**config.mk**
```make
export PLATFORM = sky130hd
export DESIGN_NAME = l2_mailbox
export DESIGN_NICKNAME = d
export VERILOG_FILES = /design/src/rtl/l2_pkg.sv /design/src/rtl/l2_mailbox.sv
export SDC_FILE = /design/constraint.sdc
export NUM_CORES = 1
export LEC_CHECK = 0
export BUFFER_PORTS_ARGS = -buffer_cell sky130_fd_sc_hd__buf_2
export CORE_MARGIN = 2
export CORE_UTILIZATION = 43
export CTS_CLUSTER_DIAMETER = 200
export DETAILED_ROUTE_END_ITERATION = 10
export PLACE_DENSITY = 0.78
export SLEW_MARGIN = 10
export SYNTH_ARGS = -nofsm -noshare
export SYNTH_HDL_FRONTEND = slang
export SYNTH_SLANG_ARGS = --single-unit
```
**constraint.sdc**
```tcl
create_clock -name clk -period 1.2 [get_ports clk]
set_input_delay 0.06 -clock clk [delete_from_list [all_inputs] [get_ports clk]]
set_output_delay 0.06 -clock clk [all_outputs]
set_load 0.01 [all_outputs]
```
**src/rtl/l2_pkg.sv**
```systemverilog
// L2 tile memory shared constants for the AXI4-Lite port and the mailbox
package l2_pkg;

  // AXI4-Lite port geometry
  localparam int unsigned AXI_ADDR_W = 32;
  localparam int unsigned AXI_DATA_W = 32;
  localparam int unsigned AXI_STRB_W = AXI_DATA_W / 8;

  // Mailbox locations, outside the aliased memory map
  // Exit code, a nonzero write ends the computation
  localparam logic [AXI_ADDR_W-1:0] MBOX_EXIT_ADDR = 32'hFFFF_0000;
  // Stdout character, low byte of the written word
  localparam logic [AXI_ADDR_W-1:0] MBOX_STDOUT_ADDR = 32'hFFFF_0004;

  // Only response the port ever gives
  localparam logic [1:0] AXI_RESP_OKAY = 2'b00;

endpackage

```
**src/rtl/l2_mailbox.sv**
```systemverilog
// Host mailbox: exit code register, sticky end-of-computation flag and stdout strobe
`timescale 1ns/1ps

module l2_mailbox import l2_pkg::*; (
  input  logic                  clk,
  input  logic                  rst_n_i,
  input  logic                  exit_we_i,
  input  logic                  stdout_we_i,
  input  logic [AXI_DATA_W-1:0] wdata_i,
  output logic [AXI_DATA_W-1:0] exit_code_o,
  output logic                  eoc_o,
  output logic [7:0]            char_o,
  output logic                  char_valid_o
);

  logic [AXI_DATA_W-1:0] exit_code_q;
  logic                  eoc_q;

  // Exit code and EOC
  always_ff @(posedge clk) begin
    if (!rst_n_i) begin
      exit_code_q <= '0;
      eoc_q       <= 1'b0;
    end else if (exit_we_i) begin
      exit_code_q <= wdata_i;
      // Zero is stored but does not end the run
      if (wdata_i != '0) begin
        eoc_q <= 1'b1;
      end
    end
  end

  assign exit_code_o = exit_code_q;
  assign eoc_o       = eoc_q;

  // Stdout, strobe comes straight from the one-cycle write pulse
  assign char_valid_o = stdout_we_i;
  assign char_o       = wdata_i[7:0];

endmodule

```
After elaboration in Yosys (flattened, before gate mapping) --
Index checks and enable logic that the tools add are counted. Widths: inputs -> output; s select.
Operators by class: reductions and logical operators 2
Operators with widths (count):
- $reduce_bool 32->1 | 1
- $reduce_and 2->1 | 1
Word-level totals: flip-flop bits (word level) 33, input port bits 36, output and inout bits 42

Logic depth before layout (Yosys ltp) --
depth after elaboration 2, mapped depth 4, mapped depth without buffers 3

Least setup slack after synthesis --
No wires, ideal clock.
path kind reg2reg, from register, netlist name eoc_o, to register eoc_q (netlist: eoc_o), period minus slack after synthesis 915 ps, stages on the path, launching flop included 4, setup time 123 ps, required time 1077 ps, arrival 792 ps, slack 285 ps, cell sequence dfxtp_1 nor4_1 and4_1 a31oi_1
RTL lines:
- to (signal assigned) | line l2_mailbox.sv:23 | eoc_q <= 1'b0;
- to (signal assigned) | line l2_mailbox.sv:28 | eoc_q <= 1'b1;
- to (decl) | line l2_mailbox.sv:17 | logic eoc_q;

==> impl_metrics.ini <==
[grt]
grtUsageTotal_pct = 17.3
grt_pass1_wl_um = 4580
antenna_found_initial = 0
grt_pass1_vias = 1050
globalRouteOverflowTotal = 0
grt_max_degree = 34

[synthesis]
syn_area_per_cell_um2 = 10.9
synth_ff_type = dfxtp_1
synth_top_family_by_area = multiplexers
synth_nets = 162
yosysTopAreaCell = dfxtp_1
ys_seq_area_share_pct = 48.0
synth_xor_area_share_pct = 0
synth_simple_gate_area_share_pct = 20.3
synth_seq_cells = 33
synth_top_area_share_pct = 48.0
yosys-top-cells-area = dfxtp_1, mux2i_1, nor2b_1, buf_4, nor4_1
synth-compound-area-share_pct = 0.817
netlist_instances = 126
synth_common_cells = dfxtp_1, mux2i_1, nor2b_1
syn_area_um2 = 1380
synth_edf_count = 0
synthMuxAreaShare_pct = 23.3
synthAdderAreaFrac_pct = 0
synthArstFlopShare_pct = 0
yosysMostFrequentCell = dfxtp_1
synth_cell_types = 14
yosys_warnings = 0

[clocking]
cts_inserted_buffers = 5
cts_buffer_depth = 2
cts_sinks = 33
clkTransAtPathRegs_ns = 0.09
postCtsSetupBuffers = 0
tritoncts = built
cts_max_level = 2
ctsHoldBuffers = 0
cts_resized = 0
insertion_delay_ns = 0.31
root_buffer = clkbuf_4

[routing]
drc = 0
dr.first_iter.drc_count = 40
totalWireLength_um = 3020
via_per_inst = 4.64
wl_per_cell_um = 12.8
dr_total_vias = 1099
dr.pass1.iters = 3
ant_nets = 0

[floorplan]
core_um2 = 3050
initial_core_util_pct = 45.1
die-width_um = 60.6
rows = 20
die_h_um = 60.6
dieArea_um2 = 3670
io_pins = 78

[finish]
fillers = 296
drive_gt1_share_pct = 43.5
nets = 229
n_antenna_cell = 0
areaGrowthSynthToFinish_pct = 29.0
multi_input_area_um2 = 611
register_area_um2 = 661

[critical_path]
r2r_cells = 3
crit_path_max_fanout = 3
required_ns = 1.40
path_class = flip-flop to flip-flop
r2r_slack_ns = 0.23
startpoint_type = flip-flop
endpoint_kind = flip-flop
r2r-end = eoc_o
reg2reg_from = eoc_o
arrival_ns = 1.17

[pwr]
power_density_nw_per_um2 = 1210
switching_power_mw = 0.536
cellLeakagePower_nw = 0.910
clkPwrFrac_pct = 28.0
pwr-share-comb_pct = 16.7
seqPwrFrac_pct = 55.3
netSwitchingFraction_pct = 24.9
peakVddDrop_mv = 0.612
power.internal_mw = 1.62

[sta]
fmaxAchievable_ghz = 1.03
report.final.slew_viol_count = 0
setup_violations = 0
relSlewSlack_pct = 72.3
finClkSkew_ns = 0
tns_ns = 0
timing.final.ws_setup_ns = 0.226
whs_ns = 0.0248
rsz0062_at_grt = false
finalCriticalPeriod_ns = 0.974
period_share_pct = 81.2
hold_viol_final = 0
tightest_slew_ns = 0.416

[placed_design]
portBuffers = 75
pre_cts_ws_ns = 0.153
gp_congestion = 0.669
dp_hpwl_um = 2330

[outcome]
status = finished, final reports clean

[worst_hold_path]
hold_class = input pin to flip-flop
min_to = exit_code_o[10]
hold_path.startpoint = wdata_i[10]
holdPathStages = 3

[flow_run]
maxCapViolations = 0
==> final cells by class <==
| class | count | share of cell area [%] |
|---|---|---|
| Timing Repair Buffer | 76 | 22.3 |
| Multi-Input combinational cell | 77 | 34.4 |
| Sequential cell | 33 | 37.2 |
| Tap cell | 44 | 3.10 |
| Clock buffer | 7 | 3.10 |
==> worst max-delay path: stages (launching register included) <==
cell and delay (ns):
dfxtp_1 0.34, nor4_1 0.24, and4_1 0.21, a31oi_1 0.07
==> worst max-delay path by stage <==
stage / startpoint / endpoint / slack, ns / cells past startpoint
2_1_floorplan: eoc_o / eoc_o / 0.28 / 3
3_3_place_gp: wdata_i[7] / eoc_o / 0.17 / 4
3_5_place_dp: wdata_i[7] / eoc_o / 0.15 / 4
4_1_cts: eoc_o / eoc_o / 0.19 / 3
5_1_grt: eoc_o / eoc_o / 0.12 / 3
6_report: eoc_o / eoc_o / 0.23 / 3
==> routing by layer <==
metal	vias up	part of all wire, %	wire length, um	GRT usage, %
li1	556	-	-	-
met1	507	39	1170	17.5
met3	2	5.2	156	5.12
met4	0	0.56	17	5.90
met2	34	55	1680	33.3
met5	-	0	0	0
==> registers in the layout, summed over array words and instances, names as in the netlist <==
register,count
exit_code_o,32
eoc_o,1
==> cells by family (layout without fill, tap and decap cells) <==
| logic type | count (synthesis) | count (layout) |
|---|---|---|
| AO/OA/AOI/OAI | 2 | 2 |
| multiplexers | 32 | 32 |
| buffers and inverters | 16 | 83 |
| AND/OR/NAND/NOR | 43 | 43 |
| flip-flops | 33 | 33 |
==> metrics by stage <==
stage	instance area, um2	utilization, %	total power, mW	instances
6_report	1780	58.2	2.15	237
5_1_grt	1780	58.2	2.27	237
4_1_cts	1780	58.2	2.19	237
3_5_place_dp	1720	56.4	1.58	230
3_3_place_gp	1720	56.4	1.57	230
2_1_floorplan	1380	-	1.43	126
==> power groups by stage <==
stage	combinational, mW	sequential (mW)	clock [mW]
2_1_floorplan	0.180	1.25	0
3_3_place_gp	0.354	1.21	0
3_5_place_dp	0.365	1.22	0
4_1_cts	0.365	1.19	0.629
5_1_grt	0.399	1.20	0.673
6_report	0.360	1.19	0.603
==> cells in the final DEF, fill, tap and decap left out, drive strengths merged <==
cell,instances
buf,76
dfxtp,33
mux2i,32
nor2b,32
clkbuf,7
nor4,6
nor3,2
and4,1
or4,1
and3,1
o21ai,1
a31oi,1
Note: power is estimated with default switching activity, not from simulation.
