**src/rtl/l2_pkg.sv**
```systemverilog
// L2 tile memory shared constants for the AXI4-Lite port and the mailbox
package l2_pkg;

  // AXI4-Lite port geometry
  localparam int unsigned AXI_ADDR_W = 32;
  localparam int unsigned AXI_DATA_W = 32;
  localparam int unsigned AXI_STRB_W = AXI_DATA_W / 8;

  // Mailbox locations, outside the aliased memory map
  // Exit code, a nonzero write ends the computation
  localparam logic [AXI_ADDR_W-1:0] MBOX_EXIT_ADDR = 32'hFFFF_0000;
  // Stdout character, low byte of the written word
  localparam logic [AXI_ADDR_W-1:0] MBOX_STDOUT_ADDR = 32'hFFFF_0004;

  // Only response the port ever gives
  localparam logic [1:0] AXI_RESP_OKAY = 2'b00;

endpackage

```
**src/rtl/l2_bank.sv**
```systemverilog
// Single-port word SRAM bank with byte write strobes and registered read data
`timescale 1ns/1ps

module l2_bank import l2_pkg::*; #(
  parameter int unsigned BANK_DEPTH = 64,
  localparam int unsigned ROW_W = $clog2(BANK_DEPTH)
) (
  input  logic                  clk,
  input  logic                  we_i,
  input  logic                  re_i,
  input  logic [ROW_W-1:0]      row_i,
  input  logic [AXI_DATA_W-1:0] wdata_i,
  input  logic [AXI_STRB_W-1:0] wstrb_i,
  output logic [AXI_DATA_W-1:0] rdata_o
);

  // Storage array, contents undefined after reset
  logic [AXI_DATA_W-1:0] mem_q [BANK_DEPTH];

  // Byte-wise write, untouched lanes keep their old value
  always_ff @(posedge clk) begin
    if (we_i) begin
      for (int b = 0; b < AXI_STRB_W; b++) begin
        if (wstrb_i[b]) begin
          mem_q[row_i][b*8 +: 8] <= wdata_i[b*8 +: 8];
        end
      end
    end
  end

  // Read port
  // Output holds its last word between reads
  always_ff @(posedge clk) begin
    if (re_i) begin
      rdata_o <= mem_q[row_i];
    end
  end

endmodule

```
**config.mk**
```make
export PLATFORM = sky130hd
export DESIGN_NAME = l2_bank
export DESIGN_NICKNAME = d
export VERILOG_FILES = /design/src/rtl/l2_pkg.sv /design/src/rtl/l2_bank.sv
export SDC_FILE = /design/constraint.sdc
export NUM_CORES = 2
export LEC_CHECK = 0
export ABC_CLOCK_PERIOD_IN_PS = 6000
export BUFFER_PORTS_ARGS = -buffer_cell sky130_fd_sc_hd__buf_4
export CAP_MARGIN = 20
export CELL_PAD_IN_SITES_DETAIL_PLACEMENT = 1
export CELL_PAD_IN_SITES_GLOBAL_PLACEMENT = 2
export CORE_UTILIZATION = 47
export CTS_CLUSTER_DIAMETER = 120
export DETAILED_ROUTE_END_ITERATION = 10
export HOLD_SLACK_MARGIN = 0.05
export PLACE_DENSITY_LB_ADDON = 0.1
export SLEW_MARGIN = 20
export SYNTH_ARGS = -nofsm -noshare
export SYNTH_HDL_FRONTEND = slang
export SYNTH_SLANG_ARGS = --single-unit
```
**constraint.sdc**
```tcl
create_clock -name clk -period 6 [get_ports clk]
set_input_delay 0.3 -clock clk [delete_from_list [all_inputs] [get_ports clk]]
set_output_delay 0.3 -clock clk [all_outputs]
set_load 0.05 [all_outputs]
```
Yosys cells after proc, flatten, opt, wreduce, memory -nomap -nowiden
Memory sizes are Yosys's and may differ from the RTL's. A register that Yosys moved wholly into a read port is not among the register bits.
Cells that the tools add are included.

storage, ports and cells
  register bits = 0
  memory bits (writable) = 2048
  input bits = 45
  output and inout bits = 32
  logic and storage cells = 13
  memories = 1

memories
  memory  depth  bits a word  rd ports  clocked after Yosys merged registers in  write ports  RTL line       source
  mem_q   64     32           1         1                                        1            l2_bank.sv:18  logic [AXI_DATA_W-1:0] mem_q [BANK_DEPTH];

operators by class
  muxes and demuxes = 12

operator list
  kind     count
  $mux W1  12

Logic depth before layout (Yosys ltp)
  depth after elaboration = 3
  mapped depth = 11
  depth with buffers taken out = 6

Worst setup path after synthesis
No wires, ideal clock.

  path type = input -> register
  start point = input row_i[0]
  end point = memory mem_q[13][0], enable pin
  library setup time = 370 ps
  arrival = 2076 ps
  required time = 5630 ps
  path slack = 3553 ps
  stages on the path = 9
  buffers on the path = 6
  path through = buf_6 nor2b_1 buf_2 buf_6 buf_2 buf_2 buf_1 nand3_1 nor2_1

RTL lines
  item         RTL line       source
  from (decl)  l2_bank.sv:11  input logic [ROW_W-1:0] row_i,
  to (decl)    l2_bank.sv:18

Straight into the memory's write port.

Worst setup path in the final report
  start point = input row_i[1]
  end point = memory mem_q[63][7], enable pin

Straight into the memory's write port.

==> results by group <==
Run status
  • Status: completed

Timing
  • Fmax: 287 MHz
  • Crit path time final: 3.49 ns
  • Slew headroom: 22.7%
  • RSZ-0062 raised after global routing: no
  • Setup TNS: 0 ns
  • Final worst-path cycle share: 58.1%
  • Final Max Slew Viols: 0
  • Worst slew pin tran: 1.16 ns
  • Final setup vio count: 0
  • Worst Skew: 0.0238 ns
  • Final hold vios: 0

Final layout
  • Number of fill cells: 15.2k
  • P&R area growth vs syn: 11.9%
  • Fin nets: 4706
  • Share of cells above drive strength 1: 12.7%

Worst setup path
  • Crit. End Element: register
  • Critical Path, Cell by Cell: buf_8, nand2_2, nor2_1, nand2_1, nor2_1
  • Critical Path AT: 3.96 ns
  • Reg2Reg Setup Slack: 3.50 ns
  • Kind of critical path: in -> reg
  • Worst-path fanout max: 59
  • Reg-to-Reg End: rdata_o[22]$_DFFE_PP_
  • CP top delay family: simple AND/OR/NAND/NOR gates
  • WP buf/inv: 1
  • Largest stage delay on the critical path: 0.99 ns
  • Startpoint type of the worst setup path: input pin
  • Cells on worst reg2reg path: 5
  • Worst path slowest cell: nor2_1
  • Required @ worst endpoint: 6.48 ns
  • Worst R2R Start: mem_q[15][22]$_DFFE_PP_
  • Crit path top cell by count: nor2_1

Synth
  • Register area share after synthesis: 78.7%
  • Synth Cell Area: 79400 um^2
  • Ys Warns: 0
  • Area leader, netlist: edfxtp_1
  • Most used DFF post-synth: edfxtp_1
  • Async SR Flop Fraction: 0%
  • Post-synth top area share: 78.7%
  • Post-synthesis cell count: 4646
  • Synth top area cells: edfxtp_1, a221oi_1, a22oi_1, nor2_1, mux4_2
  • Syn nets: 4691
  • Synth unique cells: 51
  • #FFs+latches synth: 2080
  • Most instantiated library cell after synthesis: edfxtp_1
  • Top post-synthesis cells by count: edfxtp_1, nor2_1, a221oi_1
  • Avg Inst Size Synth: 17.1 um^2
  • Post-synth EDFFs: 2080

Die
  • Die width: 413 um
  • Die height: 413 um
  • Starting Density: 47.4%
  • Num ports: 77
  • Die ar.: 171000 um^2
  • # rows: 150
  • Core Footprint: 167000 um^2

Job
  • Maxcap violations: 0

CTS
  • CTS tree: built
  • CTS H-Tree Depth: 4
  • Clk pin slew, worst setup/hold paths: 0.06 ns
  • Worst-Skew Late Latency: 0.85 ns
  • Root Buffer: clkbuf_16
  • Hold buffer count at CTS: 3
  • CTS buffer count: 209
  • Setup Fix Bufs, Post-CTS: 0
  • Cts repair resizes: 0
  • Clock Tree Buf Depth: 3
  • CTS sink count: 2080

Min path
  • Min-delay src: wdata_i[17]
  • Hold EP: mem_q[14][17]$_DFFE_PP_
  • Worst hold stages: 1
  • Hold crit path type: in -> reg

Power
  • NetSw: 7.12 mW
  • Gate power share: 6.0%
  • Pwr Density: 351 nW/um^2
  • Clock power frac: 42.2%
  • Int Pwr: 24.0 mW
  • Sequential share of power: 51.9%
  • VDD IR max: 0.000333 V
  • Sw frac: 22.8%
  • Final Power: 31.2 mW
  • Leakage power: 27.3 nW

Global route
  • Grt ovf: 0
  • First-pass GRT wire length: 383000 um
  • Vias in the first global route: 47.2k
  • Total track usage: 32.3%
  • Largest net degree at the start of global routing: 89
  • Initial antenna violation count: 30

Routing
  • Post-route ant nets: 0
  • Detailed Routing Iterations Pass 1: 5
  • First DRT Iteration DRCs: 6382
  • Vias: 47.8k
  • Residual DRC count: 0
  • Via-to-Cell Ratio: 6.78
  • Avg WL per Cell: 39.2 um
  • Drt total wl: 276000 um

Place
  • Gpl congestion: 0.846
  • Detail Placement HPWL: 163000 um
  • I/O Buffers: 76
[final cells by class]
| type | instances | area, um^2 | area share [%] |
|---|---|---|---|
| sequential | 2080 | 62500 | 70.3 |
| multi-input combinational | 2191 | 15300 | 17.3 |
| clock buffer | 249 | 5510 | 6.20 |
| tap | 2204 | 2760 | 3.10 |
| timing repair buffer | 176 | 1500 | 1.69 |
| clock inverter | 135 | 1240 | 1.40 |
| inverter | 3 | 26.3 | 0.0296 |
| antenna | 7 | 17.5 | 0.0197 |
[placed cells by master, fill, tap and decap left out, types with 6 or more instances in the layout]
master     instances
and3_1             7
o21ai_1           22
clkbuf_16        215
o21ai_0          105
inv_6              6
mux2_2            76
a22o_1             8
nand3_1           27
edfxtp_1        2080
nand4_1           17
a211o_1           13
nand2_1           77
mux2i_1           92
o22ai_1          135
nor2_1           506
bufinv_16         24
nor2b_4            6
buf_4            158
o32ai_1           17
a221oi_1         493
or4_1             10
diode_2            7
o211ai_1           9
or3_1              9
o221ai_1          20
a21oi_1           63
mux4_2            42
nor3_1            54
o22a_1            14
clkinv_2          39
clkinv_1          60
a222oi_1           9
clkbuf_1          34
buf_12            12
a22oi_1          291
[flip-flops by register name (all words and copies together), names as in the netlist]
register and cells:
mem_q 2048, rdata_o 32
[per-layer routing]
metal	global-route usage (%)	up-vias	share of wire [%]
met2	50.0	2461	46
met3	6.10	451	8.8
li1	-	19300	-
met5	0	-	0.041
met1	46.3	25600	42
met4	10.0	16	3.2
[through the flow]
stage / utilization [%] / cell area [um^2] / hold slack, ns / instances / setup WS, ns
detailed placement: 49.0 / 82000 / 0.745 / 6651 / 1.71
finish: 53.1 / 88800 / 0.0637 / 7045 / 2.51
global route: 53.1 / 88800 / 0.0634 / 7042 / 2.56
floorplan: - / 79400 / 0.399 / 4646 / 3.55
CTS: 53.1 / 88800 / 0.0512 / 7038 / 2.60
global placement: 49.0 / 82000 / 0.723 / 6651 / 1.76
[power groups by stage]
stage          clock [mW]  sequential, mW  combinational [mW]
3_5_place_dp            0            16.5                1.84
3_3_place_gp            0            16.5                1.82
2_1_floorplan           0            16.5               0.793
4_1_cts              13.2            16.2                1.85
6_report             13.1            16.2                1.86
5_1_grt              13.7            16.2                1.92
[logic make-up (layout without fill, tap and decap cells)]
logic type             after synthesis  in the layout  share of synthesized area (%)
flip-flops                        2080           2080                           78.7
AO/OA/AOI/OAI                     1219           1219                           11.6
AND/OR/NAND/NOR                    762            762                           4.09
buffers and inverters              375            563                           2.15
multiplexers                       210            210                           3.43
other                                0              7                              0
[how the worst max path moves through the flow]
stage	end	slack (ns)	start	cells past startpoint
finish	mem_q[63][7]$_DFFE_PP_	2.51	row_i[1]	5
global route	mem_q[1][21]$_DFFE_PP_	2.56	row_i[1]	6
CTS	mem_q[1][21]$_DFFE_PP_	2.60	row_i[1]	6
detailed placement	mem_q[1][21]$_DFFE_PP_	1.71	row_i[1]	6
global placement	mem_q[26][12]$_DFFE_PP_	1.76	row_i[1]	6
floorplan	mem_q[13][0]$_DFFE_PP_	3.55	row_i[0]	9
Note: power is estimated with default switching activity, not from simulation.
