## src/rtl/l2_pkg.sv

```systemverilog
// L2 tile memory shared constants for the AXI4-Lite port and the mailbox
package l2_pkg;

  // AXI4-Lite port geometry
  localparam int unsigned AXI_ADDR_W = 32;
  localparam int unsigned AXI_DATA_W = 32;
  localparam int unsigned AXI_STRB_W = AXI_DATA_W / 8;

  // Mailbox locations, outside the aliased memory map
  // Exit code, a nonzero write ends the computation
  localparam logic [AXI_ADDR_W-1:0] MBOX_EXIT_ADDR = 32'hFFFF_0000;
  // Stdout character, low byte of the written word
  localparam logic [AXI_ADDR_W-1:0] MBOX_STDOUT_ADDR = 32'hFFFF_0004;

  // Only response the port ever gives
  localparam logic [1:0] AXI_RESP_OKAY = 2'b00;

endpackage

```

## src/rtl/l2_rd_collect.sv

```systemverilog
// Read-return collector: aligns the bank select, picks the word and drives the R channel
`timescale 1ns/1ps

module l2_rd_collect import l2_pkg::*; #(
  parameter int unsigned NUM_BANKS = 4,
  localparam int unsigned BANK_W = $clog2(NUM_BANKS)
) (
  input  logic                            clk,
  input  logic                            rst_n_i,
  input  logic                            rd_issue_i,
  input  logic [BANK_W-1:0]               rd_bank_i,
  input  logic [1:0]                      rd_mbox_i,
  input  logic [NUM_BANKS*AXI_DATA_W-1:0] bank_rdata_i,
  input  logic [AXI_DATA_W-1:0]           mbox_rdata_i,
  output logic [AXI_DATA_W-1:0]           rdata_o,
  output logic [1:0]                      rresp_o,
  output logic                            rvalid_o,
  input  logic                            rready_i,
  output logic                            rd_done_o
);

  // Bank data is valid one cycle after the issue
  logic                  pend_q;
  logic                  rvalid_q;
  logic [BANK_W-1:0]     sel_bank_q;
  logic [1:0]            sel_mbox_q;
  logic [AXI_DATA_W-1:0] rdata_q;
  logic [AXI_DATA_W-1:0] rd_word;

  // Source select: exit code, stdout slot reads as zero, else the bank
  always_comb begin
    if (sel_mbox_q[0]) begin
      rd_word = mbox_rdata_i;
    end else if (sel_mbox_q[1]) begin
      rd_word = '0;
    end else begin
      rd_word = bank_rdata_i[sel_bank_q*AXI_DATA_W +: AXI_DATA_W];
    end
  end

  always_ff @(posedge clk) begin
    if (!rst_n_i) begin
      pend_q   <= 1'b0;
      rvalid_q <= 1'b0;
    end else begin
      pend_q <= rd_issue_i;
      if (pend_q) begin
        rvalid_q <= 1'b1;
      end else if (rvalid_q && rready_i) begin
        rvalid_q <= 1'b0;
      end
    end
  end

  // Selection and return word
  always_ff @(posedge clk) begin
    if (rd_issue_i) begin
      sel_bank_q <= rd_bank_i;
      sel_mbox_q <= rd_mbox_i;
    end
    // Held stable while the master stalls
    if (pend_q) begin
      rdata_q <= rd_word;
    end
  end

  assign rdata_o   = rdata_q;
  assign rresp_o   = AXI_RESP_OKAY;
  assign rvalid_o  = rvalid_q;
  assign rd_done_o = rvalid_q & rready_i;

endmodule

```

## config.mk

```make
export PLATFORM = sky130hd
export DESIGN_NAME = l2_rd_collect
export DESIGN_NICKNAME = d
export VERILOG_FILES = /design/src/rtl/l2_pkg.sv /design/src/rtl/l2_rd_collect.sv
export SDC_FILE = /design/constraint.sdc
export NUM_CORES = 1
export LEC_CHECK = 0
export BUFFER_PORTS_ARGS = -buffer_cell sky130_fd_sc_hd__buf_2
export CAP_MARGIN = 10
export CORE_MARGIN = 8
export CORE_UTILIZATION = 36
export DETAILED_ROUTE_END_ITERATION = 10
export PLACE_DENSITY = 0.77
export SLEW_MARGIN = 30
export SYNTH_ARGS = -nofsm -noshare
export SYNTH_HDL_FRONTEND = slang
export SYNTH_SLANG_ARGS = --single-unit
export TNS_END_PERCENT = 1
```

## constraint.sdc

```tcl
create_clock -name clk -period 1.53 [get_ports clk]
set_input_delay 0.306 -clock clk [delete_from_list [all_inputs] [get_ports clk]]
set_output_delay 0.306 -clock clk [all_outputs]
set_load 0.01 [all_outputs]
```

### Word-level counts from Yosys, hierarchy flattened

Index checks and enable logic that the tools add are counted.
Widths: inputs -> output; s select.

* shifts and indexed selects: 1
* mux-type cells: 4
* bitwise operators: 1
* reduce and logical (&&, ||, !) cells: 2

Operators by type and width (number)
* $shiftx 128x8->32: 1
* $mux 32: 2
* $mux 1: 2
* $reduce_bool 2->1: 1
* $and 1x1->1: 1
* $logic_and 1x1->1: 1

* flip-flop bits (word level): 38
* input bits: 168
* output and inout port bits: 36
* logic and storage cells: 13

### Depth between registers and ports, before layout

Gate-level depths: netlist of the first run.

* word-level depth: 3
* mapped depth: 5
* depth with buffers taken out: 2

### Worst setup path before layout of the first run

No wires, ideal clock.

* kind: register to register
* start point: register sel_mbox_q[0]
* end point: register rdata_q[21], in the netlist rdata_o[21] (data pin)
* setup time: 0.157 ns
* data arrival time: 1.281 ns
* required time: 1.373 ns
* setup slack: 0.092 ns
* stages on the path, launching flop included: 6
* buffers on the path: 3
* period minus slack after synthesis: 1.438 ns
* path through: edfxtp_1 > buf_6 > or3b_1 > buf_6 > buf_12 > o221ai_2

* word-level cells in the longest chain between the ends: 1

Ends and longest elaborated chain
* from (decl): line l2_rd_collect.sv:26 `logic [1:0] sel_mbox_q;`
* from (signal assigned): line l2_rd_collect.sv:59 `sel_mbox_q <= rd_mbox_i;`
* $mux 32: line l2_rd_collect.sv:32 `if (sel_mbox_q[0]) begin`
* net rd_word[21]: line l2_rd_collect.sv:28 `logic [AXI_DATA_W-1:0] rd_word;`
* to (signal assigned): line l2_rd_collect.sv:63 `rdata_q <= rd_word;`
* to (decl): line l2_rd_collect.sv:27 `logic [AXI_DATA_W-1:0] rdata_q;`

The timed path passes the listed nets, and every way through them passes these cells.
A chain may end at the register's enable or synchronous reset.

### Worst setup path in the final report of the first run

* start point: register sel_mbox_q[0]
* end point: register rdata_q[0], in the netlist rdata_o[0] (data pin)

The elaborated chain is that of the path after synthesis.

==> qor.txt, run 1 <==
status - finished clean
total clock buffers created by CTS - 5
sink count of the clock tree - 38
cell accounting for the most synthesized area - edfxtp_1
Final Net Count - 560
Register Area - 1120 µm²
most frequent cells in the layout - buf_2, mux2i_1, edfxtp_1, nand2_1, o221ai_2
portion of total power attributed to combinational logic - 28.1%
post-layout instance area - 3790 µm²
proportion of synthesized chip area in sequential cells - 43.7%
vias per inst - 4.83
multi-input combinational cell area - 1280 µm²
TritonCTS clock tree - yes
total global routing overflow - 0
mux contribution to synthesized area - 25.0%
final setup violating endpoints - 0
Unique masters post-synth - 17
global-route usage over all layers - 15.8%
count of antenna diodes in the layout - 0
largest net degree at the start of global routing - 33
Final Core Density - 55.5%
average size of a mapped cell - 13.2 µm²
effective utilization at floorplan - 37.5%
yosys warns - 0
power density over the cells - 771 nW/µm²
Setup Fix Bufs, Post-CTS - 0
count of unresolved DRC violations after routing - 0
power after layout - 2.92 mW
Detailed Route WL - 8410 µm
startpoint kind of the worst setup timing path - flip-flop
kind of critical path - flip-flop to flip-flop
Row Count - 30
crit share post-route - 92.7%
count of antenna-violating nets left after detailed routing - 0
unrepaired setup endpoints after global routing - no
flop and latch count out of synthesis - 38
data arrival time of the critical path - 1530 ps
Chip Width - 100 µm
worst slack at placement - 23.2 ps
H-tree lvl count - 2
placed cell count - 481
part of the power in the clock network - 28.8%
crit path capture type - flip-flop
Gate Count Post-Synth - 194
largest family of logic cells by synthesized area - multiplexers
highest fanout seen on the critical path - 16
non-filler cells in the finished layout - 489
dpl cell area - 3680 µm²
largest cells by area after synthesis - edfxtp_1, mux2i_1, o221ai_2, nand2_1, buf_12
Placer Congestion - 0.816
share of total power consumed by net switching - 26.7%
Worst Path Required - 1640 ps
Initial DRT Pass Iterations - 4
final worst setup slack - 111 ps
layout filler cell count - 626
reported net switching power - 0.780 mW
max-slew violation total from the final report - 0
xor-xnor portion of the synthesized cell area - 0%
part of the total power dissipated in sequential elements - 43.1%
detailed-placement wirelength estimate - 7040 µm
count of hold buffers inserted by post-cts repair - 0
First DRT Iteration DRCs - 76
FMAX - 705 MHz
adder and majority gate portion of the synthesized area - 0%
buffer type at the clock tree root - clkbuf_8
top-area cell type share of the netlist area - 42.2%
deepest clock path buffer count - 2
overall die height - 100 µm
number of hold-slack violations in the final timing report - 0
proportion of layout cells with a drive suffix above 1 - 64.1%
clk_skew - 5.66 ps
initial antenna violation count - 0
vias in the first global route - 2622
commonest non-fill, non-tap cell in the layout - buf_2
I/O Pins - 204
via count - 2363
clock-pin slew reported for the worst setup and hold paths after clock tree synthesis - 70 ps
DR WL/cell - 17.2 µm
Hold/Removal Path Class - primary input to flip-flop
internal cell power - 2.14 mW
post-layout minimum cycle time - 1420 ps
signed area change from the synthesized netlist to the final layout - 47.9%
max_cap viols - 0
Total Negative Setup Slacks - 0 ps
clock latency reported for the late side of the worst-skew pair - 290 ps
core area - 6830 µm²
wire length of the first global-routing pass - 12600 µm
worst voltage drop across the vdd grid - 0.000327 V
port bufs - 201
synthesized-area fraction occupied by ao, oa, aoi and oai cells - 18.5%
leakage power figure - 1.84 nW
Synth Cell Area - 2560 µm²
Post-Synth Simple-Gate Area - 6.00%
Die ar. - 10100 µm²
worst hold margin - 195 ps
final cells by class:
type,instances,share of cell area [%]
flip-flops and latches,38,29.6
repair buffers,211,30.5
well taps,96,3.17
clock buffers,5,1.81
clock inverters,3,1.06
multi-input cells,136,33.9
registers in the layout, summed over array words and instances (netlist names):
register / count
rdata_o: 32
sel_bank_q: 2
pend_q: 1
rvalid_o: 1
sel_mbox_q: 2
logic make-up (layout without fill, tap and decap cells):
kind of cell / after synthesis / after routing
DFF: 38 / 38
other: 1 / 2
and+or+nand+nor: 37 / 37
buffers and inverters: 21 / 219
AOI/OAI and AO/OA: 33 / 33
muxes: 64 / 64
path summary, 6_finish.rpt:
path                                     from            end  slack, ps  cells past startpoint
worst min-delay path             rd_mbox_i[1]  sel_mbox_q[1]        200                      1
worst max register to register  sel_mbox_q[0]     rdata_o[0]        110                      3
worst min register to register       rvalid_o       rvalid_o        600                      2
worst max-delay path            sel_mbox_q[0]     rdata_o[0]        110                      3
metal layers:
layer  GRT usage [%]  up-vias  share of wire [%]
met5               0        -                  0
met4            5.12        0                1.4
met3            4.84       11                 10
met2            30.3      131                 54
met1            15.7     1064                 34
li1                -     1157                  -
synth_stat cells, drive strengths merged:
cell type / instances
nor2b: 1
edfxtp: 36
clkbuf: 4
and2: 2
or3: 1
o21a: 1
buf: 17
conb: 1
or3b: 1
o221ai: 32
dfxtp: 2
mux2i: 64
nand2: 32
worst max-delay path, cell delays in order, from the launching register on:
cell and delay, ps:
edfxtp_1 430, or3b_4 430, buf_12 170, o221ai_1 210
power by group through the flow:
stage / Clock [mW] / Combinational [mW] / Sequential, mW
2_1_floorplan: 0 / 0.434 / 1.32
3_3_place_gp: 0 / 0.808 / 1.28
3_5_place_dp: 0 / 0.830 / 1.28
4_1_cts: 0.864 / 0.830 / 1.26
5_1_grt: 0.900 / 0.894 / 1.27
6_report: 0.843 / 0.821 / 1.26
what timing repair did:
| item | CTS | global route |
|---|---|---|
| endpoints found under the hold margin | 0 | 0 |
| gates resized for setup | 0 | 2 |
| setup endpoints to repair | 0 | 2 |
Note: power is estimated with default switching activity, not from simulation.
==> inputs of run 2 (changes only) <==
--- a/config.mk
+++ b/config.mk
@@ -5,12 +5,14 @@
 export SDC_FILE = /design/constraint.sdc
 export NUM_CORES = 1
 export LEC_CHECK = 0
+export ABC_AREA = 1
 export BUFFER_PORTS_ARGS = -buffer_cell sky130_fd_sc_hd__buf_2
 export CAP_MARGIN = 10
 export CORE_MARGIN = 8
-export CORE_UTILIZATION = 36
+export CORE_UTILIZATION = 37
+export CTS_BUF_LIST = sky130_fd_sc_hd__clkbuf_4
 export DETAILED_ROUTE_END_ITERATION = 10
-export PLACE_DENSITY = 0.77
+export PLACE_DENSITY = 0.79
 export SLEW_MARGIN = 30
 export SYNTH_ARGS = -nofsm -noshare
 export SYNTH_HDL_FRONTEND = slang
==> qor.txt, run 2 <==
status - finished clean (unchanged)
capturing point of the worst reg2reg path - rdata_o[15] (was rdata_o[0])
wire length of the first global-routing pass - 14800 µm (was 12600 µm)
Row Count - 30 (unchanged)
FMAX - 724 MHz (was 705 MHz)
layout filler cell count - 664 (was 626)
launching point of the worst reg2reg path - sel_bank_q[0] (was sel_mbox_q[0])
Final Net Count - 726 (was 560)
critical path capture point - rdata_o[15] (was rdata_o[0])
First DRT Iteration DRCs - 108 (was 76)
Final Core Density - 54.7% (was 55.5%)
Register Area - 1120 µm² (about the same)
post-layout minimum cycle time - 1380 ps (was 1420 ps)
Initial DRT Pass Iterations - 4 (unchanged)
worst-case register-to-register setup slack - 150 ps (was 110 ps)
number of hold-slack violations in the final timing report - 0 (unchanged)
buffer type at the clock tree root - clkbuf_4 (was clkbuf_8)
cell accounting for the most synthesized area - edfxtp_1 (unchanged)
clock latency reported for the late side of the worst-skew pair - 340 ps (was 290 ps)
final setup violating endpoints - 0 (unchanged)
number of flops mapped to enable cells by yosys - 36 (unchanged)
predominant post-synthesis flop cell - edfxtp_1 (unchanged)
TritonCTS clock tree - yes (unchanged)
average size of a mapped cell - 7.04 µm² (was 13.2 µm²)
count of cells resized by post-cts repair - 0 (unchanged)
dpl cell area - 3620 µm² (was 3680 µm²)
leading cell types by count after synthesis - nand2_1, nand3_1, edfxtp_1 (was mux2i_1, edfxtp_1, nand2_1)
Gate Count Post-Synth - 366 (was 194)
signed area change from the synthesized netlist to the final layout - 43.6% (was 47.9%)
clk_skew - 14.6 ps (was 5.66 ps)
Die ar. - 9880 µm² (was 10100 µm²)
deepest clock path buffer count - 2 (unchanged)
yosys warns - 0 (unchanged)
worst voltage drop across the vdd grid - 0.000355 V (was 0.000327 V)
max-slew violation total from the final report - 0 (unchanged)
Largest register FFs - 32 (unchanged)
sink count of the clock tree - 38 (unchanged)
count of hold buffers inserted by post-cts repair - 0 (unchanged)
most frequent cells in the layout - buf_2, nand2_1, nand3_1, edfxtp_1, buf_4 (was buf_2, mux2i_1, edfxtp_1, nand2_1, o221ai_2)
Setup Fix Bufs, Post-CTS - 0 (unchanged)
port bufs - 201 (unchanged)
multi-input combinational cell area - 1230 µm² (was 1280 µm²)
max_cap viols - 0 (unchanged)
effective utilization at floorplan - 38.1% (was 37.5%)
proportion of synthesized chip area in sequential cells - 43.5% (was 43.7%)
Placer Congestion - 0.823 (was 0.816)
via count - 3123 (was 2363)
data arrival time of the critical path - 1590 ps (was 1530 ps)
depth of the worst register-to-register path - 6 (was 3)
highest fanout seen on the critical path - 64 (was 16)
total clock buffers created by CTS - 5 (unchanged)
power density over the cells - 720 nW/µm² (was 771 nW/µm²)
core area - 6760 µm² (was 6830 µm²)
crit path capture type - flip-flop (unchanged)
H-tree lvl count - 2 (unchanged)
crit share post-route - 90.2% (was 92.7%)
asr flop ratio synth - 0% (unchanged)
leakage power figure - 2.04 nW (was 1.84 nW)
unrepaired setup endpoints after global routing - no (unchanged)
worst setup path start - sel_bank_q[0] (was sel_mbox_q[0])
count of antenna diodes in the layout - 0 (unchanged)
total global routing overflow - 0 (unchanged)
global-route usage over all layers - 18.4% (was 15.8%)
overall die height - 99.4 µm (was 100 µm)
largest cells by area after synthesis - edfxtp_1, nand2_1, nand3_1, buf_4, buf_2 (was edfxtp_1, mux2i_1, o221ai_2, nand2_1, buf_12)
Total Negative Setup Slacks - 0 ps (unchanged)
Worst Path Required - 1740 ps (was 1640 ps)
Hold/Removal Path Class - primary input to flip-flop (unchanged)
detailed-placement wirelength estimate - 7430 µm (was 7040 µm)
Chip Width - 99.4 µm (was 100 µm)
flop and latch count out of synthesis - 38 (unchanged)
DR WL/cell - 14.7 µm (was 17.2 µm)
Synth Cell Area - 2570 µm² (was 2560 µm²)
Unique masters post-synth - 15 (was 17)
largest net degree at the start of global routing - 65 (was 33)
initial antenna violation count - 0 (unchanged)
startpoint kind of the worst setup timing path - flip-flop (unchanged)
post-layout instance area - 3700 µm² (was 3790 µm²)
vias per inst - 4.89 (was 4.83)
top-area cell type share of the netlist area - 42.0% (was 42.2%)
I/O Pins - 204 (unchanged)
vias in the first global route - 3165 (was 2622)
power after layout - 2.66 mW (was 2.92 mW)
count of unresolved DRC violations after routing - 0 (unchanged)
most used standard cell by instance count after synthesis - nand2_1 (was mux2i_1)
Detailed Route WL - 9380 µm (was 8410 µm)
clock-pin slew reported for the worst setup and hold paths after clock tree synthesis - 130 ps (was 70 ps)
count of antenna-violating nets left after detailed routing - 0 (unchanged)
proportion of layout cells with a drive suffix above 1 - 39.9% (was 64.1%)
kind of critical path - flip-flop to flip-flop (unchanged)
commonest non-fill, non-tap cell in the layout - buf_2 (unchanged)
-- run 2: metal layers --
layer  vias up  track usage (%)  wire [µm]
met3        14             6.77        967
met1      1366             18.9       3570
met4         0             5.24        151
met2       162             33.9       4690
met5         -                0          0
li1       1581                -          -
-- run 2: kinds of logic (layout without fill, tap and decap cells) --
family	Yosys count	in the layout	share of synthesized area (%)
flops	38	38	43.5
compound gates	1	1	0.292
simple gates	292	292	47.3
buf+inv	34	226	8.70
other cells	1	2	0.146
-- run 2: area by class of cell --
| type | instances | share of cell area [%] |
|---|---|---|
| Multi-Input combinational cell | 295 | 33.4 |
| Timing Repair Buffer | 213 | 31.0 |
| Sequential cell | 38 | 30.3 |
| Tap cell | 80 | 2.71 |
| Clock inverter | 3 | 1.08 |
| Clock buffer | 5 | 1.02 |
| Inverter | 5 | 0.508 |
-- run 2: how the worst min path moves through the flow --
| stage | start | to | slack [ps] | cells after the start |
|---|---|---|---|---|
| final | rd_bank_i[0] | sel_bank_q[0] | 120 | 1 |
| after global routing | rd_mbox_i[0] | sel_mbox_q[0] | 100 | 1 |
| after CTS | rd_bank_i[0] | sel_bank_q[0] | 110 | 1 |
| after detailed placement | rd_bank_i[0] | sel_bank_q[0] | 490 | 1 |
| after global placement | rd_bank_i[0] | sel_bank_q[0] | 480 | 1 |
| after floorplan | rd_issue_i | pend_q | 400 | 2 |
-- run 2: per-stage QoR --
step	cells	setup slack, ps	hold slack, ps
after CTS	639	165	106
after detailed placement	631	200	485
after global placement	631	257	484
after global routing	639	39.0	99.7
final	639	149	124
after floorplan	367	155	399
-- run 2: where the power goes --
part	total, mW	switching (mW)	internal (mW)
registers	1.22	0.0161	1.20
logic	0.770	0.416	0.354
clock network	0.678	0.339	0.339
total	2.66	0.772	1.89
-- run 2: worst max-delay path: stages (launching register included) --
cell and delay, ps:
edfxtp_1 510, inv_2 110, buf_12 240, nand2_1 100, nand3_1 80, nand3_1 80, nand2_1 70
