<file path="src/rtl/l2_pkg.sv">
// L2 tile memory shared constants for the AXI4-Lite port and the mailbox
package l2_pkg;

  // AXI4-Lite port geometry
  localparam int unsigned AXI_ADDR_W = 32;
  localparam int unsigned AXI_DATA_W = 32;
  localparam int unsigned AXI_STRB_W = AXI_DATA_W / 8;

  // Mailbox locations, outside the aliased memory map
  // Exit code, a nonzero write ends the computation
  localparam logic [AXI_ADDR_W-1:0] MBOX_EXIT_ADDR = 32'hFFFF_0000;
  // Stdout character, low byte of the written word
  localparam logic [AXI_ADDR_W-1:0] MBOX_STDOUT_ADDR = 32'hFFFF_0004;

  // Only response the port ever gives
  localparam logic [1:0] AXI_RESP_OKAY = 2'b00;

endpackage

</file>
<file path="src/rtl/l2_axil_frontend.sv">
// AXI4-Lite slave front end: accepts one transaction, decodes it and drives banks or mailbox
`timescale 1ns/1ps

module l2_axil_frontend import l2_pkg::*; #(
  parameter int unsigned NUM_BANKS  = 4,
  parameter int unsigned BANK_DEPTH = 64,
  // Derived widths, NUM_BANKS must be at least 2
  localparam int unsigned BANK_W = $clog2(NUM_BANKS),
  localparam int unsigned ROW_W  = $clog2(BANK_DEPTH)
) (
  input  logic                  clk,
  input  logic                  rst_n_i,
  // AW channel
  input  logic [AXI_ADDR_W-1:0] awaddr_i,
  input  logic                  awvalid_i,
  output logic                  awready_o,
  // W channel
  input  logic [AXI_DATA_W-1:0] wdata_i,
  input  logic [AXI_STRB_W-1:0] wstrb_i,
  input  logic                  wvalid_i,
  output logic                  wready_o,
  // B channel
  output logic [1:0]            bresp_o,
  output logic                  bvalid_o,
  input  logic                  bready_i,
  // AR channel
  input  logic [AXI_ADDR_W-1:0] araddr_i,
  input  logic                  arvalid_i,
  output logic                  arready_o,
  // Bank requests
  output logic [NUM_BANKS-1:0]  bank_we_o,
  output logic [NUM_BANKS-1:0]  bank_re_o,
  output logic [ROW_W-1:0]      bank_row_o,
  output logic [AXI_DATA_W-1:0] bank_wdata_o,
  output logic [AXI_STRB_W-1:0] bank_wstrb_o,
  // Mailbox writes
  output logic                  mb_exit_we_o,
  output logic                  mb_stdout_we_o,
  // Read collector handshake
  output logic                  rd_issue_o,
  output logic [BANK_W-1:0]     rd_bank_o,
  output logic [1:0]            rd_mbox_o,
  input  logic                  rd_done_i
);

  typedef enum logic [1:0] {
    ST_IDLE,
    ST_WR_COLLECT,
    ST_WR_RESP,
    ST_RD_WAIT
  } state_e;

  state_e state_q;

  // Registered channel readies, low out of reset
  logic awready_q;
  logic wready_q;
  logic arready_q;
  // Per-channel latch flags, AW and W arrive in any order
  logic aw_got_q;
  logic w_got_q;
  logic bvalid_q;
  // One-cycle write pulse, lines up with the rise of bvalid
  logic wr_fire_q;

  // Latched write payload
  logic [AXI_ADDR_W-1:0] awaddr_q;
  logic [AXI_DATA_W-1:0] wdata_q;
  logic [AXI_STRB_W-1:0] wstrb_q;

  logic aw_hs;
  logic w_hs;
  logic ar_hs;
  logic wr_both;

  logic              wr_is_exit;
  logic              wr_is_stdout;
  logic [BANK_W-1:0] wr_bank;
  logic [ROW_W-1:0]  wr_row;
  logic              ar_is_exit;
  logic              ar_is_stdout;
  logic [BANK_W-1:0] ar_bank;
  logic [ROW_W-1:0]  ar_row;

  // Handshakes
  assign awready_o = awready_q;
  assign wready_o  = wready_q;
  // A pending write beats a read offered in the same cycle
  assign arready_o = arready_q & ~awvalid_i & ~wvalid_i;

  assign aw_hs = awvalid_i & awready_o;
  assign w_hs  = wvalid_i & wready_o;
  assign ar_hs = arvalid_i & arready_o;

  // Both halves of the write present by the end of this cycle
  assign wr_both = (aw_got_q | aw_hs) & (w_got_q | w_hs);

  // Word interleave: bank from the low word bits, row above them
  assign wr_is_exit   = (awaddr_q == MBOX_EXIT_ADDR);
  assign wr_is_stdout = (awaddr_q == MBOX_STDOUT_ADDR);
  assign wr_bank      = awaddr_q[2 +: BANK_W];
  assign wr_row       = awaddr_q[2 + BANK_W +: ROW_W];

  assign ar_is_exit   = (araddr_i == MBOX_EXIT_ADDR);
  assign ar_is_stdout = (araddr_i == MBOX_STDOUT_ADDR);
  assign ar_bank      = araddr_i[2 +: BANK_W];
  assign ar_row       = araddr_i[2 + BANK_W +: ROW_W];

  // Control FSM
  always_ff @(posedge clk) begin
    if (!rst_n_i) begin
      state_q   <= ST_IDLE;
      awready_q <= 1'b0;
      wready_q  <= 1'b0;
      arready_q <= 1'b0;
      aw_got_q  <= 1'b0;
      w_got_q   <= 1'b0;
      bvalid_q  <= 1'b0;
      wr_fire_q <= 1'b0;
    end else begin
      wr_fire_q <= 1'b0;
      case (state_q)
        ST_IDLE, ST_WR_COLLECT: begin
          if (wr_both) begin
            // Write goes out next cycle together with bvalid
            state_q   <= ST_WR_RESP;
            wr_fire_q <= 1'b1;
            bvalid_q  <= 1'b1;
            awready_q <= 1'b0;
            wready_q  <= 1'b0;
            arready_q <= 1'b0;
            aw_got_q  <= 1'b0;
            w_got_q   <= 1'b0;
          end else if (aw_hs || w_hs) begin
            // Half a write, keep waiting for the other channel
            state_q   <= ST_WR_COLLECT;
            aw_got_q  <= aw_got_q | aw_hs;
            w_got_q   <= w_got_q | w_hs;
            awready_q <= awready_q & ~aw_hs;
            wready_q  <= wready_q & ~w_hs;
            arready_q <= 1'b0;
          end else if (ar_hs) begin
            state_q   <= ST_RD_WAIT;
            awready_q <= 1'b0;
            wready_q  <= 1'b0;
            arready_q <= 1'b0;
          end else if (state_q == ST_IDLE) begin
            // Opens the port after reset
            awready_q <= 1'b1;
            wready_q  <= 1'b1;
            arready_q <= 1'b1;
          end
        end
        ST_WR_RESP: begin
          if (bready_i) begin
            state_q   <= ST_IDLE;
            bvalid_q  <= 1'b0;
            awready_q <= 1'b1;
            wready_q  <= 1'b1;
            arready_q <= 1'b1;
          end
        end
        ST_RD_WAIT: begin
          // Collector signals the R handshake
          if (rd_done_i) begin
            state_q   <= ST_IDLE;
            awready_q <= 1'b1;
            wready_q  <= 1'b1;
            arready_q <= 1'b1;
          end
        end
        default: state_q <= ST_IDLE;
      endcase
    end
  end

  // Payload capture on each channel handshake
  always_ff @(posedge clk) begin
    if (aw_hs) begin
      awaddr_q <= awaddr_i;
    end
    if (w_hs) begin
      wdata_q <= wdata_i;
      wstrb_q <= wstrb_i;
    end
  end

  // B channel
  assign bvalid_o = bvalid_q;
  assign bresp_o  = AXI_RESP_OKAY;

  // Bank side, row is shared and follows the read in its AR cycle
  assign bank_we_o    = (wr_fire_q && !wr_is_exit && !wr_is_stdout) ?
                        (NUM_BANKS'(1) << wr_bank) : '0;
  assign bank_re_o    = (ar_hs && !ar_is_exit && !ar_is_stdout) ?
                        (NUM_BANKS'(1) << ar_bank) : '0;
  assign bank_row_o   = ar_hs ? ar_row : wr_row;
  assign bank_wdata_o = wdata_q;
  assign bank_wstrb_o = wstrb_q;

  // Mailbox writes take the full word
  assign mb_exit_we_o   = wr_fire_q & wr_is_exit;
  assign mb_stdout_we_o = wr_fire_q & wr_is_stdout;

  // Read issue, bit 0 selects exit code and bit 1 the stdout slot
  assign rd_issue_o = ar_hs;
  assign rd_bank_o  = ar_bank;
  assign rd_mbox_o  = {ar_is_stdout, ar_is_exit};

endmodule

</file>
<file path="config.mk">
export PLATFORM = sky130hd
export DESIGN_NAME = l2_axil_frontend
export DESIGN_NICKNAME = d
export VERILOG_FILES = /design/src/rtl/l2_pkg.sv /design/src/rtl/l2_axil_frontend.sv
export SDC_FILE = /design/constraint.sdc
export NUM_CORES = 1
export LEC_CHECK = 0
export ABC_AREA = 1
export BUFFER_PORTS_ARGS = -buffer_cell sky130_fd_sc_hd__buf_2
export CORE_UTILIZATION = 48
export DETAILED_ROUTE_END_ITERATION = 16
export HOLD_SLACK_MARGIN = 0.08
export PLACE_DENSITY = 0.85
export SYNTH_ARGS = -nofsm -noshare
export SYNTH_HDL_FRONTEND = slang
export SYNTH_SLANG_ARGS = --single-unit
</file>
<file path="constraint.sdc">
create_clock -name clk -period 2.5 [get_ports clk]
set_clock_uncertainty 0.15 [all_clocks]
set_input_delay 0.375 -clock clk [delete_from_list [all_inputs] [get_ports clk]]
set_output_delay 0.375 -clock clk [all_outputs]
set_load 0.02 [all_outputs]
</file>
# After elaboration in Yosys (flattened, before gate mapping)
# Cells that the tools add are included.
# op_classes
n_eq_ne,12
shifts,2
mux,30
n_bitwise,16
n_reduce_logical,18
# op_table
cell,count
$eq 32x32->1 const B,4
$mux 1,17
$and 1x1->1,10
$mux 2,5
$pmux 1 s3,3
$reduce_and 3->1,3
$mux 4,2
$shl 1x2->4 const A,2
$mux 6,1
$ne 2x2->1 const B,3
$pmux 2 s3,1
$ne 5x5->1 const B,1
$eq 2x2->1 const B,2
$logic_and 1x1->1,4
$logic_not 1->1,4
$ne 4x4->1 const B,1
$not 1->1,4
$reduce_and 2->1,2
$reduce_bool 2->1,2
$eq 2x1->1 const B,1
$logic_not 2->1,1
$or 1x1->1,2
$pmux 1 s2,1
$reduce_or 2->1,1
$logic_or 1x1->1,1
# word_totals
ff_bits,77
inputBits,107
out_inout_bits,63
word_cells,89

# Logic depth before layout (Yosys ltp)
# Gate-level depths: netlist of the first run.
# logic_depth
word_depth,8
ltp_mapped,8
mapped_depth_nobuf,8

# Worst setup path after synthesis of the first run
# No wires, ideal clock.
# synth_timing
kind,reg2reg
startpoint,"reg wready_q, in the netlist wready_o"
endpoint,"reg wdata_q[0], in the netlist bank_wdata_o[0], enable pin"
setup_time_ns,0.391
arrival_time_ns,1.349
required_time_ns,1.959
setup_slack_ns,0.610
stages_incl_launch_ff,3
n_path_buf,0
synth_period_minus_slack_ns,1.890
path_cell_list,dfxtp_1 > nand2_2 > inv_1
# synth_via
elab_chain_len,1
# synth_rtl
element,line,text
from (decl),l2_axil_frontend.sv:57,logic wready_q;
from (signal assigned),l2_axil_frontend.sv:140,wready_q <= wready_q & ~w_hs;
$and 1x1->1,l2_axil_frontend.sv:92,assign w_hs = wvalid_i & wready_o;
net w_hs,l2_axil_frontend.sv:72,logic w_hs;
to (signal assigned),l2_axil_frontend.sv:183,wdata_q <= wdata_i;
to (decl),l2_axil_frontend.sv:68,logic [AXI_DATA_W-1:0] wdata_q;
# The timed path passes the listed nets, and every way through them passes these cells.
# A chain may end at the register's enable or synchronous reset.

# Worst setup path after layout of the first run
# layout_timing
startpoint,reg arready_q
endpoint,out bank_re_o[0]
# layout_via
elab_chain_len,6
# layout_rtl
element,line,text
from (decl),l2_axil_frontend.sv:58,logic arready_q;
from (signal assigned),l2_axil_frontend.sv:115,arready_q <= 1'b0;
from (signal assigned),l2_axil_frontend.sv:131,arready_q <= 1'b0;
from (signal assigned),l2_axil_frontend.sv:141,arready_q <= 1'b0;
$and 1x1->1 (2 in a row),l2_axil_frontend.sv:89,assign arready_o = arready_q & ~awvalid_i & ~wvalid_i;
$and 1x1->1,l2_axil_frontend.sv:93,assign ar_hs = arvalid_i & arready_o;
$logic_and 1x1->1 (2 in a row),l2_axil_frontend.sv:195,assign bank_re_o = (ar_hs && !ar_is_exit && !ar_is_stdout) ?
$mux 4,l2_axil_frontend.sv:195,
to (decl),l2_axil_frontend.sv:32,"output logic [NUM_BANKS-1:0] bank_re_o,"
# No other way between the ends.

==> out/results.txt, run 1 <==
status - complete, no violations
setup bufs post-CTS - 0
gr ovfl total - 0
cells along the critical path - inv_1 -> nor2_1 -> nand3_2 -> inv_1 -> nand3_1 -> nor2_1 -> buf_2
proportion of layout cells with a drive suffix above 1 - 37.8%
hpwl dp - 4.99 mm
vias in the first global route - 2910
post-synthesis cell type count - 23
top-area cell type share of the netlist area - 65.1%
Pins Over Slew Limit - 0
Critical Path Sink Type - output pin
wire length per cell - 13.2 microns
# fillers - 392
DRC errors left - 0
Nets - 631
Startpoint Class - flip-flop
Placement Setup Slack - 0.536 ns
DRT Pass-1 Iters - 4
Max Freq - 461 MHz
family with the most delay on the worst path - simple AND/OR/NAND/NOR gates
worst-path maximum fanout - 17
Crit Path Category - reg2out
site row count - 29
largest net degree at the start of global routing - 37
top cells by area, synth - edfxtp_1 65%, nand2_1 7.8%, dfxtp_1 5.7%
Leak - 2.30 nW
CTS H-tree lvls - 3
fin util - 78.0%
Pwr Total - 0.00374 W
clk buf depth - 2
area grow syn2layout - 57.0%
Cells after Synth - 281
CTS tree - built
Post-Syn Area - 0.00313 sq mm
Tmin final - 2.17 ns
Hold/Removal Path Class - in2reg
area leader, netlist - edfxtp_1
average size of a mapped cell - 11.2 sq um
Via density - 4.64
first-pass GRT wire length - 13.0 mm
unrepaired setup endpoints after global routing - no
Yosys reg bits - 77
Worst Path Buf+Inv - 3
Clk Tree Root Cell - clkbuf_8
Worst EP arrival - 1.64 ns
gr usage total - 24.4%
DRT antenna net count - 0
worst setup margin - 0.332 ns
WP data required - 1.98 ns
Hold Vio Cnt, Final - 0
final cycle utilization of the critical path - 86.7%
Placeable Area - 0.00631 sq mm
worst hold slack - 0.178 ns
Vias - 2816
Die W - 82.8 microns
die area - 0.00686 sq mm
clk_lat worst skew - 0.33 ns
max cap viols - 0
initial antenna violation count - 1
Max VDD drop - 550 uV
Finish-stage setup viols - 0
die height - 82.8 microns
setup TNS - 0 ns
total CTS buffers - 9
GP Congestion - 0.854
Port Buffer Count - 167
IO Count - 170
Iteration-0 DRC Markers - 86
CP max-delay cell - dfxtp_1
final WL - 8.02 mm
delay of the slowest cell on the worst path - 0.32 ns
pwr dens - 759 mW/mm^2
clock net sink count - 77
total of warnings raised by yosys - 0
post-synthesis sequential area ratio - 70.9%
CTS clk-pin slew, worst paths - 0.08 ns
starting density of the core - 49.6%
[sequential cells by signal (all words and copies together), names as in the netlist]
signal,count
wr_fire_q,1
awaddr_q,32
wready_o,1
arready_q,1
bvalid_o,1
state_q,2
aw_got_q,1
bank_wdata_o,32
awready_o,1
w_got_q,1
bank_wstrb_o,4
[final timing paths]
kind / startpoint / end / slack [ns] / cells after the start
hold / removal: rst_n_i / awready_o$_SDFFE_PN0P_ / 0.18 / 3
setup reg to reg: arready_q$_SDFFE_PN0P_ / state_q[0]$_SDFFE_PN0P_ / 1.01 / 7
setup / recovery: arready_q$_SDFFE_PN0P_ / bank_re_o[0] / 0.33 / 7
hold reg to reg: bvalid_o$_SDFFE_PN0P_ / bvalid_o$_SDFFE_PN0P_ / 0.34 / 1
[synthesized netlist by cell type, drive strengths merged]
cell / count
inv: 41
a31o: 1
nand4: 1
o21ai: 8
nor2: 39
a21oi: 8
edfxtp: 68
nand2: 73
and2: 1
conb: 1
nand3b: 1
dfxtp: 9
nand3: 14
buf: 7
nor3b: 3
nor3: 6
[cell families (layout without fill, tap and decap cells)]
| kind of cell | after synthesis | count (layout) | share of synthesized area (%) |
|---|---|---|---|
| buf+inv | 48 | 295 | 6.51 |
| compound gates | 17 | 17 | 2.83 |
| simple gates | 138 | 138 | 19.6 |
| other cells | 1 | 3 | 0.120 |
| flops | 77 | 77 | 70.9 |
[where the power goes]
part           total, W  internal, W  switching, W
Sequential      0.00177      0.00167     0.0000913
Combinational   0.00105     0.000392      0.000661
Clock          0.000919     0.000465      0.000455
Total           0.00374      0.00253       0.00121
[final cells by class]
class                      count  area [sq um]  area share [%]
clock inverter                 7          72.6            1.47
tap                           77          96.3            1.96
antenna                        1          2.50          0.0508
multi-input combinational    157           712            14.5
inverter                      41           154            3.13
clock buffer                   9           124            2.52
sequential                    77          2220            45.1
timing repair buffer         238          1540            31.3
[placed cells by master, fill, tap and decap left out, drive strengths merged]
master,synthesis,routed
nand4,1,1
conb,1,2
clkinv,0,3
clkinvlp,0,1
bufinv,0,1
a21oi,8,8
nor3b,3,3
clkbuf,0,9
a31o,1,1
edfxtp,68,68
nand2,73,73
buf,7,170
nand3b,1,1
nor2,39,39
nand3,14,14
diode,0,1
dfxtp,9,9
nor3,6,6
dlygate4sd3,0,68
and2,1,1
inv,41,43
o21ai,8,8
[tightest hold or removal path, delay by kind of cell]
family	cells	cell delay [ns]
buffers and inverters	1	0.14
and+or+nand+nor	2	0.11
[routing by layer]
metal / GRT usage [%] / vias to the layer above / wire length [microns]
li1: - / 1403 / -
met1: 24.1 / 1244 / 2840
met2: 46.0 / 145 / 4300
met3: 7.75 / 24 / 682
met4: 10.7 / 0 / 206
met5: 0 / - / 0
[through the flow]
stage	cells	instance area (sq um)
final	607	4920
after global routing	607	4920
after CTS	606	4920
after detailed placement	522	4040
after global placement	522	4040
after floorplan	282	3140
[repair_timing]
item,CTS,global route
resized for setup,0,0
endpoints found under the hold margin,68,0
hold buffers,68,0
endpoints found under the setup margin,0,0
(Power assumes the default switching activity.)
==> inputs of run 2 (changes only) <==
==> constraint.sdc (replaced) <==
create_clock -name clk -period 2.5 [get_ports clk]
set_clock_uncertainty 0.15 [all_clocks]
set_input_delay 0.5 -clock clk [delete_from_list [all_inputs] [get_ports clk]]
set_output_delay 0.5 -clock clk [all_outputs]
set_load 0.02 [all_outputs]
==> run 2 against run 1 <==
Net effect: clock power shrank 1%; die area is the same; routed wire length shrank 21%; combinational power shrank 9%; sequential share of layout area grew 7.3 points; sequential cell count is the same; count of clock-buffer cells in the layout is the same; via count shrank 12%; critical path type unchanged; critical endpoint unchanged; highest routed layer unchanged.
==> out/results.txt, run 2 (synthesis results as in run 1) <==
first-pass GRT wire length - 10.4 mm
Tmin final - 2.28 ns
initial antenna violation count - 0
status - complete, no violations
footprint of the multi-input gates - 712 sq um
worst-path maximum fanout - 17
cells along the critical path - inv_1 -> nor2_1 -> nand3_2 -> inv_1 -> nand3_1 -> nor2_1 -> buf_2
delay of the slowest cell on the worst path - 0.31 ns
gr ovfl total - 0
# fillers - 497
Final Cell Area - 0.00424 sq mm
Leak - 2.02 nW
Critical Path Sink Type - output pin
Placement Setup Slack - 0.286 ns
clk_lat worst skew - 0.34 ns
Placeable Area - 0.00631 sq mm
pwr dens - 855 mW/mm^2
Reg2Reg Depth - 3
IO Count - 170
area grow syn2layout - 35.2%
hold depth - 1
Crit Path Category - reg2out
Via density - 4.62
Hold-fix buffers, CTS - 0
Finish-stage setup viols - 0
Pins Over Slew Limit - 0
Nets - 563
worst setup margin - 0.222 ns
proportion of layout cells with a drive suffix above 1 - 43.4%
starting density of the core - 49.6%
Clk Tree Root Cell - clkbuf_8
setup bufs post-CTS - 0
hpwl dp - 4.99 mm
Max VDD drop - 549 uV
CTS tree - built
WP data required - 1.85 ns
Sequential cell area - 0.00222 sq mm
CTS resizes - 0
largest net degree at the start of global routing - 37
CTS clk-pin slew, worst paths - 0.09 ns
total CTS buffers - 9
most frequent cells in the layout - 167 x buf_2, 68 x edfxtp_1, 65 x nand2_1
unrepaired setup endpoints after global routing - no
site row count - 29
DRC errors left - 0
Pwr Total - 0.00363 W
clock net sink count - 77
number of diodes - 0
clk buf depth - 2
die height - 82.8 microns
vias in the first global route - 2451
DRT Pass-1 Iters - 4
Hold Vio Cnt, Final - 0
Max Freq - 439 MHz
CTS H-tree lvls - 3
CP max-delay cell - dfxtp_1
Port Buffer Count - 167
Iteration-0 DRC Markers - 57
Worst EP arrival - 1.63 ns
max cap viols - 0
final cycle utilization of the critical path - 91.1%
final WL - 6.32 mm
Startpoint Class - flip-flop
setup TNS - 0 ns
GP Congestion - 0.854
Hold/Removal Path Class - in2reg
Placed Area - 0.00404 sq mm
die area - 0.00686 sq mm
Vias - 2484
DRT antenna net count - 0
wire length per cell - 11.7 microns
most common cell after layout, fill and taps aside - buf_2
gr usage total - 19.3%
Die W - 82.8 microns
==> run 2: cell count changes in the layout (fill, tap and decap cells not counted), sizes merged <==
| cell | change |
|---|---|
| diode | -1 |
| dlygate4sd3 | -68 |
==> run 2: final cells by class <==
class	instances	area share, %
flip-flops and latches	77	52.4
repair buffers	170	20.2
multi-input cells	157	16.8
inverters	41	3.63
clock buffers	9	2.92
well taps	77	2.27
clock inverters	7	1.71
==> run 2: where the power goes <==
group / leakage [nW] / switching, W / internal, W
combinational: 1.22 / 0.000637 / 0.000322
clock: 0.0976 / 0.000442 / 0.000464
sequential: 0.702 / 0.0000865 / 0.00167
total: 2.02 / 0.00117 / 0.00246
==> run 2: path summary, 6_finish.rpt <==
kind | startpoint | to | slack [ns]
worst max-delay path | arready_q$_SDFFE_PN0P_ | bank_re_o[0] | 0.22
worst min-delay path | awaddr_i[27] | awaddr_q[27]$_DFFE_PP_ | 0.17
worst max register to register | wready_o$_SDFFE_PN0P_ | bank_wdata_o[15]$_DFFE_PP_ | 1.01
worst min register to register | bvalid_o$_SDFFE_PN0P_ | bvalid_o$_SDFFE_PN0P_ | 0.34
==> run 2: worst max-delay path, delay by kind of cell (launching register included) <==
family / cells / cell delay (ns)
buf+inv: 3 / 0.38
flops: 1 / 0.31
simple gates: 4 / 0.59
==> run 2: stage by stage <==
step,utilization [%],instances,hold WS [ns]
floorplan,-,282,0.317
global placement,64.0,522,0.324
detailed placement,64.0,522,0.329
CTS,67.1,538,0.158
global route,67.1,538,0.149
finish,67.1,538,0.169
==> run 2: metal layers <==
metal | global-route usage, % | vias to the layer above | wire length [microns]
li1 | - | 1264 | -
met4 | 9.87 | 0 | 144
met5 | 0 | - | 0
met3 | 7.26 | 15 | 581
met2 | 34.4 | 121 | 3190
met1 | 19.7 | 1084 | 2410
